`src/source/vga_pkg.sv`:
```
// pixel bus types for the drawing pipeline, which assumes frames narrower and shorter than 2048 counts
package vga_pkg;

    // width of the horizontal and vertical counters
    localparam int cnt_w = 11;

    // 4 bits per channel, red in the top nibble
    typedef struct packed {
        logic [3:0] r;
        logic [3:0] g;
        logic [3:0] b;
    } rgb_t;

    // one pixel slot as it moves down the pipeline
    typedef struct packed {
        // pixel position within the whole frame
        logic [cnt_w-1:0] hcount;
        logic [cnt_w-1:0] vcount;
        // high outside the active area
        logic             hblnk;
        logic             vblnk;
        // active high sync pulses
        logic             hsync;
        logic             vsync;
        // colour of this slot
        rgb_t             rgb;
    } vga_bus_t;

endpackage

```
`src/source/axil_pkg.sv`:
```
// AXI4-Lite types for the 16-byte cursor register window with 32-bit data and no burst support
package axil_pkg;

    // bus widths
    localparam int addr_w = 4;
    localparam int data_w = 32;
    localparam int strb_w = data_w / 8;

    // stored widths of the cursor fields
    localparam int pos_w   = 11;
    localparam int color_w = 12;

    // only okay and slave error are ever returned
    typedef enum logic [1:0] {
        resp_okay   = 2'b00,
        resp_slverr = 2'b10
    } resp_e;

    // register map, word aligned
    typedef enum logic [addr_w-1:0] {
        reg_ctrl  = 4'h0,
        reg_xpos  = 4'h4,
        reg_ypos  = 4'h8,
        reg_color = 4'hc
    } reg_addr_e;

    // signals driven by the master
    typedef struct packed {
        logic [addr_w-1:0] awaddr;
        logic              awvalid;
        logic [data_w-1:0] wdata;
        logic [strb_w-1:0] wstrb;
        logic              wvalid;
        logic              bready;
        logic [addr_w-1:0] araddr;
        logic              arvalid;
        logic              rready;
    } axil_req_t;

    // signals driven by the slave
    typedef struct packed {
        logic              awready;
        logic              wready;
        resp_e             bresp;
        logic              bvalid;
        logic              arready;
        logic [data_w-1:0] rdata;
        resp_e             rresp;
        logic              rvalid;
    } axil_rsp_t;

    // cursor settings handed to the overlay stage
    typedef struct packed {
        logic               enable;
        logic [pos_w-1:0]   xpos;
        logic [pos_w-1:0]   ypos;
        logic [color_w-1:0] color;
    } cursor_cfg_t;

endpackage

```
`src/source/vga_timing.sv`:
```
// frame timing with active high sync for every mode, so 1024x768 monitors need an external inverter
`timescale 1ns/1ns

module vga_timing #(
    parameter int h_active = 1024,
    parameter int h_front  = 24,
    parameter int h_sync   = 136,
    parameter int h_back   = 160,
    parameter int v_active = 768,
    parameter int v_front  = 3,
    parameter int v_sync   = 6,
    parameter int v_back   = 29
) (
    input  logic              clk,
    input  logic              rst_n,
    output vga_pkg::vga_bus_t tim_out
);

    // full line and frame lengths
    localparam int h_total = h_active + h_front + h_sync + h_back;
    localparam int v_total = v_active + v_front + v_sync + v_back;

    // sync window edges
    localparam int h_sync_start = h_active + h_front;
    localparam int h_sync_end   = h_sync_start + h_sync;
    localparam int v_sync_start = v_active + v_front;
    localparam int v_sync_end   = v_sync_start + v_sync;

    logic [vga_pkg::cnt_w-1:0] hcnt;
    logic [vga_pkg::cnt_w-1:0] vcnt;
    vga_pkg::vga_bus_t         tim_nxt;

    // pixel and line counters
    always_ff @(posedge clk) begin
        if (!rst_n) begin
            hcnt <= '0;
            vcnt <= '0;
        end else if (hcnt == vga_pkg::cnt_w'(h_total - 1)) begin
            hcnt <= '0;
            // new line, wrap the frame after the last one
            if (vcnt == vga_pkg::cnt_w'(v_total - 1)) begin
                vcnt <= '0;
            end else begin
                vcnt <= vcnt + 1'b1;
            end
        end else begin
            hcnt <= hcnt + 1'b1;
        end
    end

    // decode blanking and sync from the current counts
    always_comb begin
        tim_nxt.hcount = hcnt;
        tim_nxt.vcount = vcnt;
        tim_nxt.hblnk  = (hcnt >= vga_pkg::cnt_w'(h_active));
        tim_nxt.vblnk  = (vcnt >= vga_pkg::cnt_w'(v_active));
        tim_nxt.hsync  = (hcnt >= vga_pkg::cnt_w'(h_sync_start))
                      && (hcnt <  vga_pkg::cnt_w'(h_sync_end));
        tim_nxt.vsync  = (vcnt >= vga_pkg::cnt_w'(v_sync_start))
                      && (vcnt <  vga_pkg::cnt_w'(v_sync_end));
        // colour is filled in by later stages
        tim_nxt.rgb    = '0;
    end

    // registered output, one cycle behind the counters
    always_ff @(posedge clk) begin
        if (!rst_n) begin
            tim_out <= '0;
        end else begin
            tim_out <= tim_nxt;
        end
    end

endmodule

```
`src/source/draw_bg.sv`:
```
// background stage with one cycle of latency that expects counts already aligned to the active area
`timescale 1ns/1ns

module draw_bg #(
    parameter int h_active = 1024,
    parameter int v_active = 768
) (
    input  logic              clk,
    input  logic              rst_n,
    input  vga_pkg::vga_bus_t bg_in,
    output vga_pkg::vga_bus_t bg_out
);

    // last active column and row
    localparam int h_last = h_active - 1;
    localparam int v_last = v_active - 1;

    vga_pkg::rgb_t rgb_nxt;
    logic          on_border;

    // one pixel frame around the active area
    assign on_border = (bg_in.hcount == '0)
                    || (bg_in.vcount == '0)
                    || (bg_in.hcount == vga_pkg::cnt_w'(h_last))
                    || (bg_in.vcount == vga_pkg::cnt_w'(v_last));

    always_comb begin
        if (bg_in.hblnk || bg_in.vblnk) begin
            // nothing is shown while blanked
            rgb_nxt = '0;
        end else if (on_border) begin
            rgb_nxt = 12'hfff;
        end else begin
            // gradient repeats every 16 pixels
            rgb_nxt.r = bg_in.hcount[3:0];
            rgb_nxt.g = bg_in.vcount[3:0];
            rgb_nxt.b = 4'h8;
        end
    end

    // timing fields move along with the new colour
    always_ff @(posedge clk) begin
        if (!rst_n) begin
            bg_out <= '0;
        end else begin
            bg_out.hcount <= bg_in.hcount;
            bg_out.vcount <= bg_in.vcount;
            bg_out.hblnk  <= bg_in.hblnk;
            bg_out.vblnk  <= bg_in.vblnk;
            bg_out.hsync  <= bg_in.hsync;
            bg_out.vsync  <= bg_in.vsync;
            bg_out.rgb    <= rgb_nxt;
        end
    end

endmodule

```
`src/source/cursor_regs.sv`:
```
// AXI4-Lite slave that takes one write and one read at a time and expects AW and W to arrive together
`timescale 1ns/1ns

module cursor_regs (
    input  logic                   clk,
    input  logic                   rst_n,
    input  axil_pkg::axil_req_t    axil_req,
    output axil_pkg::axil_rsp_t    axil_rsp,
    output axil_pkg::cursor_cfg_t  cursor_cfg
);

    // stored register fields
    logic                         ctrl_en;
    logic [axil_pkg::pos_w-1:0]   xpos;
    logic [axil_pkg::pos_w-1:0]   ypos;
    logic [axil_pkg::color_w-1:0] color;

    // write channel state
    logic                         wr_ready;
    logic                         wr_fire;
    logic                         bvalid;
    axil_pkg::resp_e              bresp;

    // read channel state
    logic                         rd_ready;
    logic                         rd_fire;
    logic                         rvalid;
    axil_pkg::resp_e              rresp;
    logic [axil_pkg::data_w-1:0]  rdata;
    logic [axil_pkg::data_w-1:0]  rd_value;
    logic                         rd_err;

    // merge new bytes into an old word per strobe bit
    function automatic logic [axil_pkg::data_w-1:0] merge_strb(
        input logic [axil_pkg::data_w-1:0] old_val,
        input logic [axil_pkg::data_w-1:0] new_val,
        input logic [axil_pkg::strb_w-1:0] strb
    );
        logic [axil_pkg::data_w-1:0] res;
        for (int i = 0; i < axil_pkg::strb_w; i++) begin
            res[i*8 +: 8] = strb[i] ? new_val[i*8 +: 8] : old_val[i*8 +: 8];
        end
        return res;
    endfunction

    // handshakes complete when ready meets a held valid
    assign wr_fire = wr_ready && axil_req.awvalid && axil_req.wvalid;
    assign rd_fire = rd_ready && axil_req.arvalid;

    // write engine
    always_ff @(posedge clk) begin
        if (!rst_n) begin
            wr_ready <= 1'b0;
            bvalid   <= 1'b0;
            ctrl_en  <= 1'b0;
            xpos     <= '0;
            ypos     <= '0;
            color    <= '0;
        end else begin
            // one cycle ready pulse only when no response is pending
            wr_ready <= !wr_ready && !bvalid && axil_req.awvalid && axil_req.wvalid;
            if (wr_fire) begin
                bvalid <= 1'b1;
                // stored width masks the upper bits
                case (axil_pkg::reg_addr_e'(axil_req.awaddr))
                    axil_pkg::reg_ctrl: begin
                        ctrl_en <= 1'(merge_strb(32'(ctrl_en), axil_req.wdata,
                                                 axil_req.wstrb));
                    end
                    axil_pkg::reg_xpos: begin
                        xpos <= axil_pkg::pos_w'(merge_strb(32'(xpos), axil_req.wdata,
                                                            axil_req.wstrb));
                    end
                    axil_pkg::reg_ypos: begin
                        ypos <= axil_pkg::pos_w'(merge_strb(32'(ypos), axil_req.wdata,
                                                            axil_req.wstrb));
                    end
                    axil_pkg::reg_color: begin
                        color <= axil_pkg::color_w'(merge_strb(32'(color), axil_req.wdata,
                                                               axil_req.wstrb));
                    end
                    default: begin
                        // unmapped address changes nothing
                    end
                endcase
            end else if (bvalid && axil_req.bready) begin
                bvalid <= 1'b0;
            end
        end
    end

    // write response code held with bvalid
    always_ff @(posedge clk) begin
        if (wr_fire) begin
            case (axil_pkg::reg_addr_e'(axil_req.awaddr))
                axil_pkg::reg_ctrl, axil_pkg::reg_xpos,
                axil_pkg::reg_ypos, axil_pkg::reg_color: bresp <= axil_pkg::resp_okay;
                default:                                 bresp <= axil_pkg::resp_slverr;
            endcase
        end
    end

    // read mux with unused bits at zero
    always_comb begin
        rd_value = '0;
        rd_err   = 1'b0;
        case (axil_pkg::reg_addr_e'(axil_req.araddr))
            axil_pkg::reg_ctrl:  rd_value[0] = ctrl_en;
            axil_pkg::reg_xpos:  rd_value[axil_pkg::pos_w-1:0] = xpos;
            axil_pkg::reg_ypos:  rd_value[axil_pkg::pos_w-1:0] = ypos;
            axil_pkg::reg_color: rd_value[axil_pkg::color_w-1:0] = color;
            default:             rd_err = 1'b1;
        endcase
    end

    // read engine
    always_ff @(posedge clk) begin
        if (!rst_n) begin
            rd_ready <= 1'b0;
            rvalid   <= 1'b0;
        end else begin
            rd_ready <= !rd_ready && !rvalid && axil_req.arvalid;
            if (rd_fire) begin
                rvalid <= 1'b1;
            end else if (rvalid && axil_req.rready) begin
                rvalid <= 1'b0;
            end
        end
    end

    // read payload held until rready
    always_ff @(posedge clk) begin
        if (rd_fire) begin
            rdata <= rd_value;
            rresp <= rd_err ? axil_pkg::resp_slverr : axil_pkg::resp_okay;
        end
    end

    // slave outputs
    assign axil_rsp.awready = wr_ready;
    assign axil_rsp.wready  = wr_ready;
    assign axil_rsp.bresp   = bresp;
    assign axil_rsp.bvalid  = bvalid;
    assign axil_rsp.arready = rd_ready;
    assign axil_rsp.rdata   = rdata;
    assign axil_rsp.rresp   = rresp;
    assign axil_rsp.rvalid  = rvalid;

    // live settings that the overlay samples once per frame
    assign cursor_cfg.enable = ctrl_en;
    assign cursor_cfg.xpos   = xpos;
    assign cursor_cfg.ypos   = ypos;
    assign cursor_cfg.color  = color;

endmodule

```
`src/source/draw_cursor.sv`:
```
// square cursor overlay whose settings change only at frame start and which is clipped by blanking
`timescale 1ns/1ns

module draw_cursor #(
    parameter int cursor_size = 8
) (
    input  logic                  clk,
    input  logic                  rst_n,
    input  axil_pkg::cursor_cfg_t cursor_cfg,
    input  vga_pkg::vga_bus_t     dcur_in,
    output vga_pkg::vga_bus_t     dcur_out
);

    axil_pkg::cursor_cfg_t shadow;
    axil_pkg::cursor_cfg_t cfg_eff;
    logic                  frame_start;
    logic [11:0]           x_end;
    logic [11:0]           y_end;
    logic                  in_x;
    logic                  in_y;
    logic                  hit;

    // first pixel of a frame
    assign frame_start = (dcur_in.hcount == '0) && (dcur_in.vcount == '0);

    // pixel 0,0 already uses the fresh settings
    assign cfg_eff = frame_start ? cursor_cfg : shadow;

    // frame shadow of the settings
    always_ff @(posedge clk) begin
        if (!rst_n) begin
            shadow <= '0;
        end else if (frame_start) begin
            shadow <= cursor_cfg;
        end
    end

    // one extra bit so the end never wraps
    assign x_end = {1'b0, cfg_eff.xpos} + 12'(cursor_size);
    assign y_end = {1'b0, cfg_eff.ypos} + 12'(cursor_size);

    assign in_x = (dcur_in.hcount >= cfg_eff.xpos) && ({1'b0, dcur_in.hcount} < x_end);
    assign in_y = (dcur_in.vcount >= cfg_eff.ypos) && ({1'b0, dcur_in.vcount} < y_end);

    // blanking clips the square at the right and bottom edges
    assign hit = cfg_eff.enable && in_x && in_y && !dcur_in.hblnk && !dcur_in.vblnk;

    // output stage
    always_ff @(posedge clk) begin
        if (!rst_n) begin
            dcur_out <= '0;
        end else begin
            dcur_out.hcount <= dcur_in.hcount;
            dcur_out.vcount <= dcur_in.vcount;
            dcur_out.hblnk  <= dcur_in.hblnk;
            dcur_out.vblnk  <= dcur_in.vblnk;
            dcur_out.hsync  <= dcur_in.hsync;
            dcur_out.vsync  <= dcur_in.vsync;
            // cursor colour replaces the background
            if (hit) begin
                dcur_out.rgb <= cfg_eff.color;
            end else begin
                dcur_out.rgb <= dcur_in.rgb;
            end
        end
    end

endmodule

```
`src/source/vga_top.sv`:
```
// VGA top on one clock with three pixels of latency and active high sync that some monitors must invert
`timescale 1ns/1ns

module vga_top #(
    parameter int h_active    = 1024,
    parameter int h_front     = 24,
    parameter int h_sync      = 136,
    parameter int h_back      = 160,
    parameter int v_active    = 768,
    parameter int v_front     = 3,
    parameter int v_sync      = 6,
    parameter int v_back      = 29,
    parameter int cursor_size = 8
) (
    input  logic                clk,
    input  logic                rst_n,
    input  axil_pkg::axil_req_t axil_req,
    output axil_pkg::axil_rsp_t axil_rsp,
    output logic                hsync,
    output logic                vsync,
    output logic [11:0]         rgb
);

    // pipeline buses
    vga_pkg::vga_bus_t     tim_bus;
    vga_pkg::vga_bus_t     bg_bus;
    vga_pkg::vga_bus_t     out_bus;

    // host settings for the overlay
    axil_pkg::cursor_cfg_t cursor_cfg;

    // pin mapping from the last stage
    assign hsync = out_bus.hsync;
    assign vsync = out_bus.vsync;
    assign rgb   = out_bus.rgb;

    vga_timing #(
        .h_active (h_active),
        .h_front  (h_front),
        .h_sync   (h_sync),
        .h_back   (h_back),
        .v_active (v_active),
        .v_front  (v_front),
        .v_sync   (v_sync),
        .v_back   (v_back)
    ) u_vga_timing (
        .clk,
        .rst_n,
        .tim_out (tim_bus)
    );

    draw_bg #(
        .h_active (h_active),
        .v_active (v_active)
    ) u_draw_bg (
        .clk,
        .rst_n,
        .bg_in  (tim_bus),
        .bg_out (bg_bus)
    );

    // register block on the host bus
    cursor_regs u_cursor_regs (
        .clk,
        .rst_n,
        .axil_req,
        .axil_rsp,
        .cursor_cfg
    );

    draw_cursor #(
        .cursor_size (cursor_size)
    ) u_draw_cursor (
        .clk,
        .rst_n,
        .cursor_cfg,
        .dcur_in  (bg_bus),
        .dcur_out (out_bus)
    );

endmodule

```
`config.mk`:
```
export PLATFORM = sky130hd
export DESIGN_NAME = vga_top
export DESIGN_NICKNAME = d
export VERILOG_FILES = /design/src/source/vga_pkg.sv /design/src/source/axil_pkg.sv /design/src/source/vga_timing.sv /design/src/source/draw_bg.sv /design/src/source/cursor_regs.sv /design/src/source/draw_cursor.sv /design/src/source/vga_top.sv
export SDC_FILE = /design/constraint.sdc
export NUM_CORES = 1
export LEC_CHECK = 0
export ABC_AREA = 1
export BUFFER_PORTS_ARGS = -buffer_cell sky130_fd_sc_hd__buf_2
export CORE_ASPECT_RATIO = 1.2
export CORE_MARGIN = 3
export CORE_UTILIZATION = 62
export CTS_CLUSTER_SIZE = 40
export DETAILED_ROUTE_END_ITERATION = 8
export GPL_TIMING_DRIVEN = 0
export HOLD_SLACK_MARGIN = 0.1
export PLACE_DENSITY = 0.85
export SLEW_MARGIN = 20
export SYNTH_ARGS = -nofsm -noshare
export SYNTH_HDL_FRONTEND = slang
export SYNTH_SLANG_ARGS = --single-unit
export TNS_END_PERCENT = 100
```
`constraint.sdc`:
```
create_clock -name clk -period 7.4 [get_ports clk]
set_clock_uncertainty 0.05 [all_clocks]
set_input_delay 1.48 -clock clk [delete_from_list [all_inputs] [get_ports clk]]
set_output_delay 1.48 -clock clk [all_outputs]
set_load 0.05 [all_outputs]
```
==> key figures <==
Clock network
  – Root Buffer: clkbuf_16
  – Clock Latency Late Sink: 0.43 ns
  – Clk pin slew, worst setup/hold paths: 0.06 ns
  – Post-CTS resize count: 0
  – Clock Path Buffers: 2
  – CTS Hold Bufs: 0
  – TritonCTS Sinks: 186
  – H-tree Lvls: 4
  – TritonCTS Buffers: 17
  – Setup bufs post-CTS: 0
  – CTS tree: done

GRT
  – Total grt overflow: 0
  – Number of global-route vias before repair: 6727
  – Initial antenna violation count: 0
  – Largest net degree at the start of global routing: 17
  – First-pass GRT wire length: 31100 um
  – GRT Total Usage: 25.8%

Logic synthesis
  – Top cell type's share of synthesized area: 40.8%
  – Synth area leaders: dfxtp_1 41%, nand2_1 8.9%, inv_1 7.8%, ha_1 6.5%, nor2_1 5.4%
  – FFs w/ async S/R, synth: 0%
  – Post-Syn Area: 0.00844 sq mm
  – Synth Register Bits: 186
  – Post-Synthesis Cells: 1069
  – Largest area contributor in the netlist: dfxtp_1
  – Sequential share of the synthesized area: 45.8%
  – EDFF count, synth: 14
  – Synth unique cells: 49
  – Ys Warns: 0
  – Post-synth top cells: 200 x nand2_1, 175 x inv_1, 172 x dfxtp_1, 122 x nor2_1
  – Count leader, synth: nand2_1
  – Avg Inst Size Synth: 7.89 sq um
  – Synth Flop Type: dfxtp_1

Critical path
  – Startpoint Class: register
  – Delay-heaviest family, CP: simple AND/OR/NAND/NOR gates
  – Slowest library cell on the worst path: dfxtp_1
  – Worst EP arrival: 4.13 ns
  – Critical path class: register to register
  – Req. time, crit path: 7.67 ns
  – Slowest cell delay on critical path: 0.32 ns
  – WP buf/inv: 3
  – CP max FO: 10
  – Crit end category: register
  – Worst path most repeated cell: nand2_1

Detailed routing
  – Antenna Nets Post-Route: 0
  – Drt first pass iters: 5
  – Drt wl/cell: 13.9 um
  – Via/cell ratio: 5.15
  – Residual DRC: 0
  – DR iter-0 viols: 495
  – Detailed Route WL: 18800 um
  – Vias: 6954

Layout
  – Area Growth Syn to Fin: 13.5%
  – Diodes inserted: 0
  – Nets: 1265
  – Layout cells sized above 1: 13.2%

Die
  – IO Pins: 106
  – Die area: 0.0150 sq mm
  – Die width: 112 um
  – Row Count: 46
  – Initial core utilization: 63.5%
  – Core Area: 0.0133 sq mm
  – Die Y: 134 um

Pwr
  – Leakage: 4.67 nW
  – Sw frac: 23.9%
  – Clock Power Share: 40.8%
  – Worst VDD drop: 0.168 mV
  – P_sw: 0.493 mW
  – Power per cell area: 215 mW/mm^2
  – Internal: 1.57 mW
  – Final Total Pwr: 2.06 mW
  – Sequential Power Share: 50.1%
  – Comb power frac: 9.1%

Timing
  – Minimum clock period: 3.86 ns
  – Max_slew headroom: 43.7%
  – Achievable frequency: 259 MHz
  – Slew Viols, Final: 0
  – Final hold vios: 0
  – Final Setup Violations: 0
  – Slew at the pin closest to its max-slew limit: 0.839 ns
  – RSZ-0062 raised after global routing: false
  – Setup tns final: 0 ns
  – Tcrit/Tclk final: 52.1%
  – Setup WS post-layout: 3.54 ns
  – Final hold slack: 0.363 ns

Placed design
  – Pre-CTS setup slack: 3.60 ns
  – DP HPWL: 14200 um
  – Placer Congestion: 0.989
  – Port bufs: 61

Run status
  – Status: finished, final reports clean

Run
  – Max-cap check violation count: 0

Worst hold path
  – Hold Path Class: register to register
state kept, by name (all words and copies together), names as in the netlist, 11 cells and up:
register / cells
u_draw_bg.bg_out: 36
u_draw_cursor.shadow: 35
u_vga_timing.tim_out: 26
u_draw_cursor.dcur_out: 14
u_cursor_regs.color: 12
u_cursor_regs.rdata: 12
u_cursor_regs.xpos: 11
u_cursor_regs.ypos: 11
u_vga_timing.hcnt: 11
u_vga_timing.vcnt: 11
final timing paths:
path                                    from                                     to  slack (ns)  cells after the start
max          u_draw_bg.bg_out[17]$_SDFF_PN0_   u_draw_cursor.dcur_out[3]$_SDFF_PN0_        3.54                     25
min          u_draw_bg.bg_out[13]$_SDFF_PN0_  u_draw_cursor.dcur_out[13]$_SDFF_PN0_        0.36                      2
max reg2reg  u_draw_bg.bg_out[17]$_SDFF_PN0_   u_draw_cursor.dcur_out[3]$_SDFF_PN0_        3.54                     25
min reg2reg  u_draw_bg.bg_out[13]$_SDFF_PN0_  u_draw_cursor.dcur_out[13]$_SDFF_PN0_        0.36                      2
worst min-delay path, cell delays in order (launching register included):
cell and delay, ns:
dfxtp_1 0.31, nand2_1 0.04, inv_1 0.04
layout make-up:
type	count	area [sq um]
Sequential cell	186	3860
Fill cell	1040	3720
Multi-Input combinational cell	668	3620
Inverter	182	683
Clock buffer	24	482
Buffer	54	348
Timing Repair Buffer	61	305
Tap cell	168	210
Clock inverter	7	66.3
kinds of logic (layout without fill, tap and decap cells):
group                      Yosys count  after routing  share of synthesized area, %
and+or+nand+nor                    428            428                          22.2
buffers and inverters              236            328                          12.2
DFF                                186            186                          45.8
AOI/OAI and AO/OA                  150            150                          10.6
adders and majority gates           44             44                          6.53
xor gates and xnor gates            14             14                          1.45
muxes                               10             10                          1.19
other                                1             22                        0.0444
routing by layer:
| metal | global-route usage, % | vias to the layer above | wire [um] |
|---|---|---|---|
| met5 | 0 | - | 0 |
| met4 | 13.6 | 0 | 738 |
| met3 | 4.78 | 58 | 853 |
| met2 | 47.3 | 197 | 9840 |
| met1 | 28.0 | 3128 | 7340 |
| li1 | - | 3571 | - |
layout by cell type (no fill, tap or decap), types with 28 or more instances in the layout:
cell type,instances
dfxtp_1,172
buf_2,63
a21oi_1,52
ha_1,44
inv_1,175
nand2_1,200
nand4_1,29
o21ai_0,52
nor2_1,122
buf_4,28
through the flow:
stage | std cells | util, % | cell area [sq um]
finish | 1350 | 72.0 | 9580
detailed placement | 1319 | 67.9 | 9030
global route | 1350 | 72.0 | 9580
floorplan | 1090 | - | 8520
CTS | 1350 | 72.0 | 9580
global placement | 1319 | 67.9 | 9030
power by group through the flow:
stage               registers, mW  logic [mW]  clock network, mW
detailed placement           1.06       0.185                  0
global placement             1.05       0.182                  0
CTS                          1.03       0.187              0.847
finish                       1.03       0.187              0.842
global route                 1.03       0.204              0.891
floorplan                    1.07       0.126                  0
No activity file was read; power rests on OpenSTA's default activity.
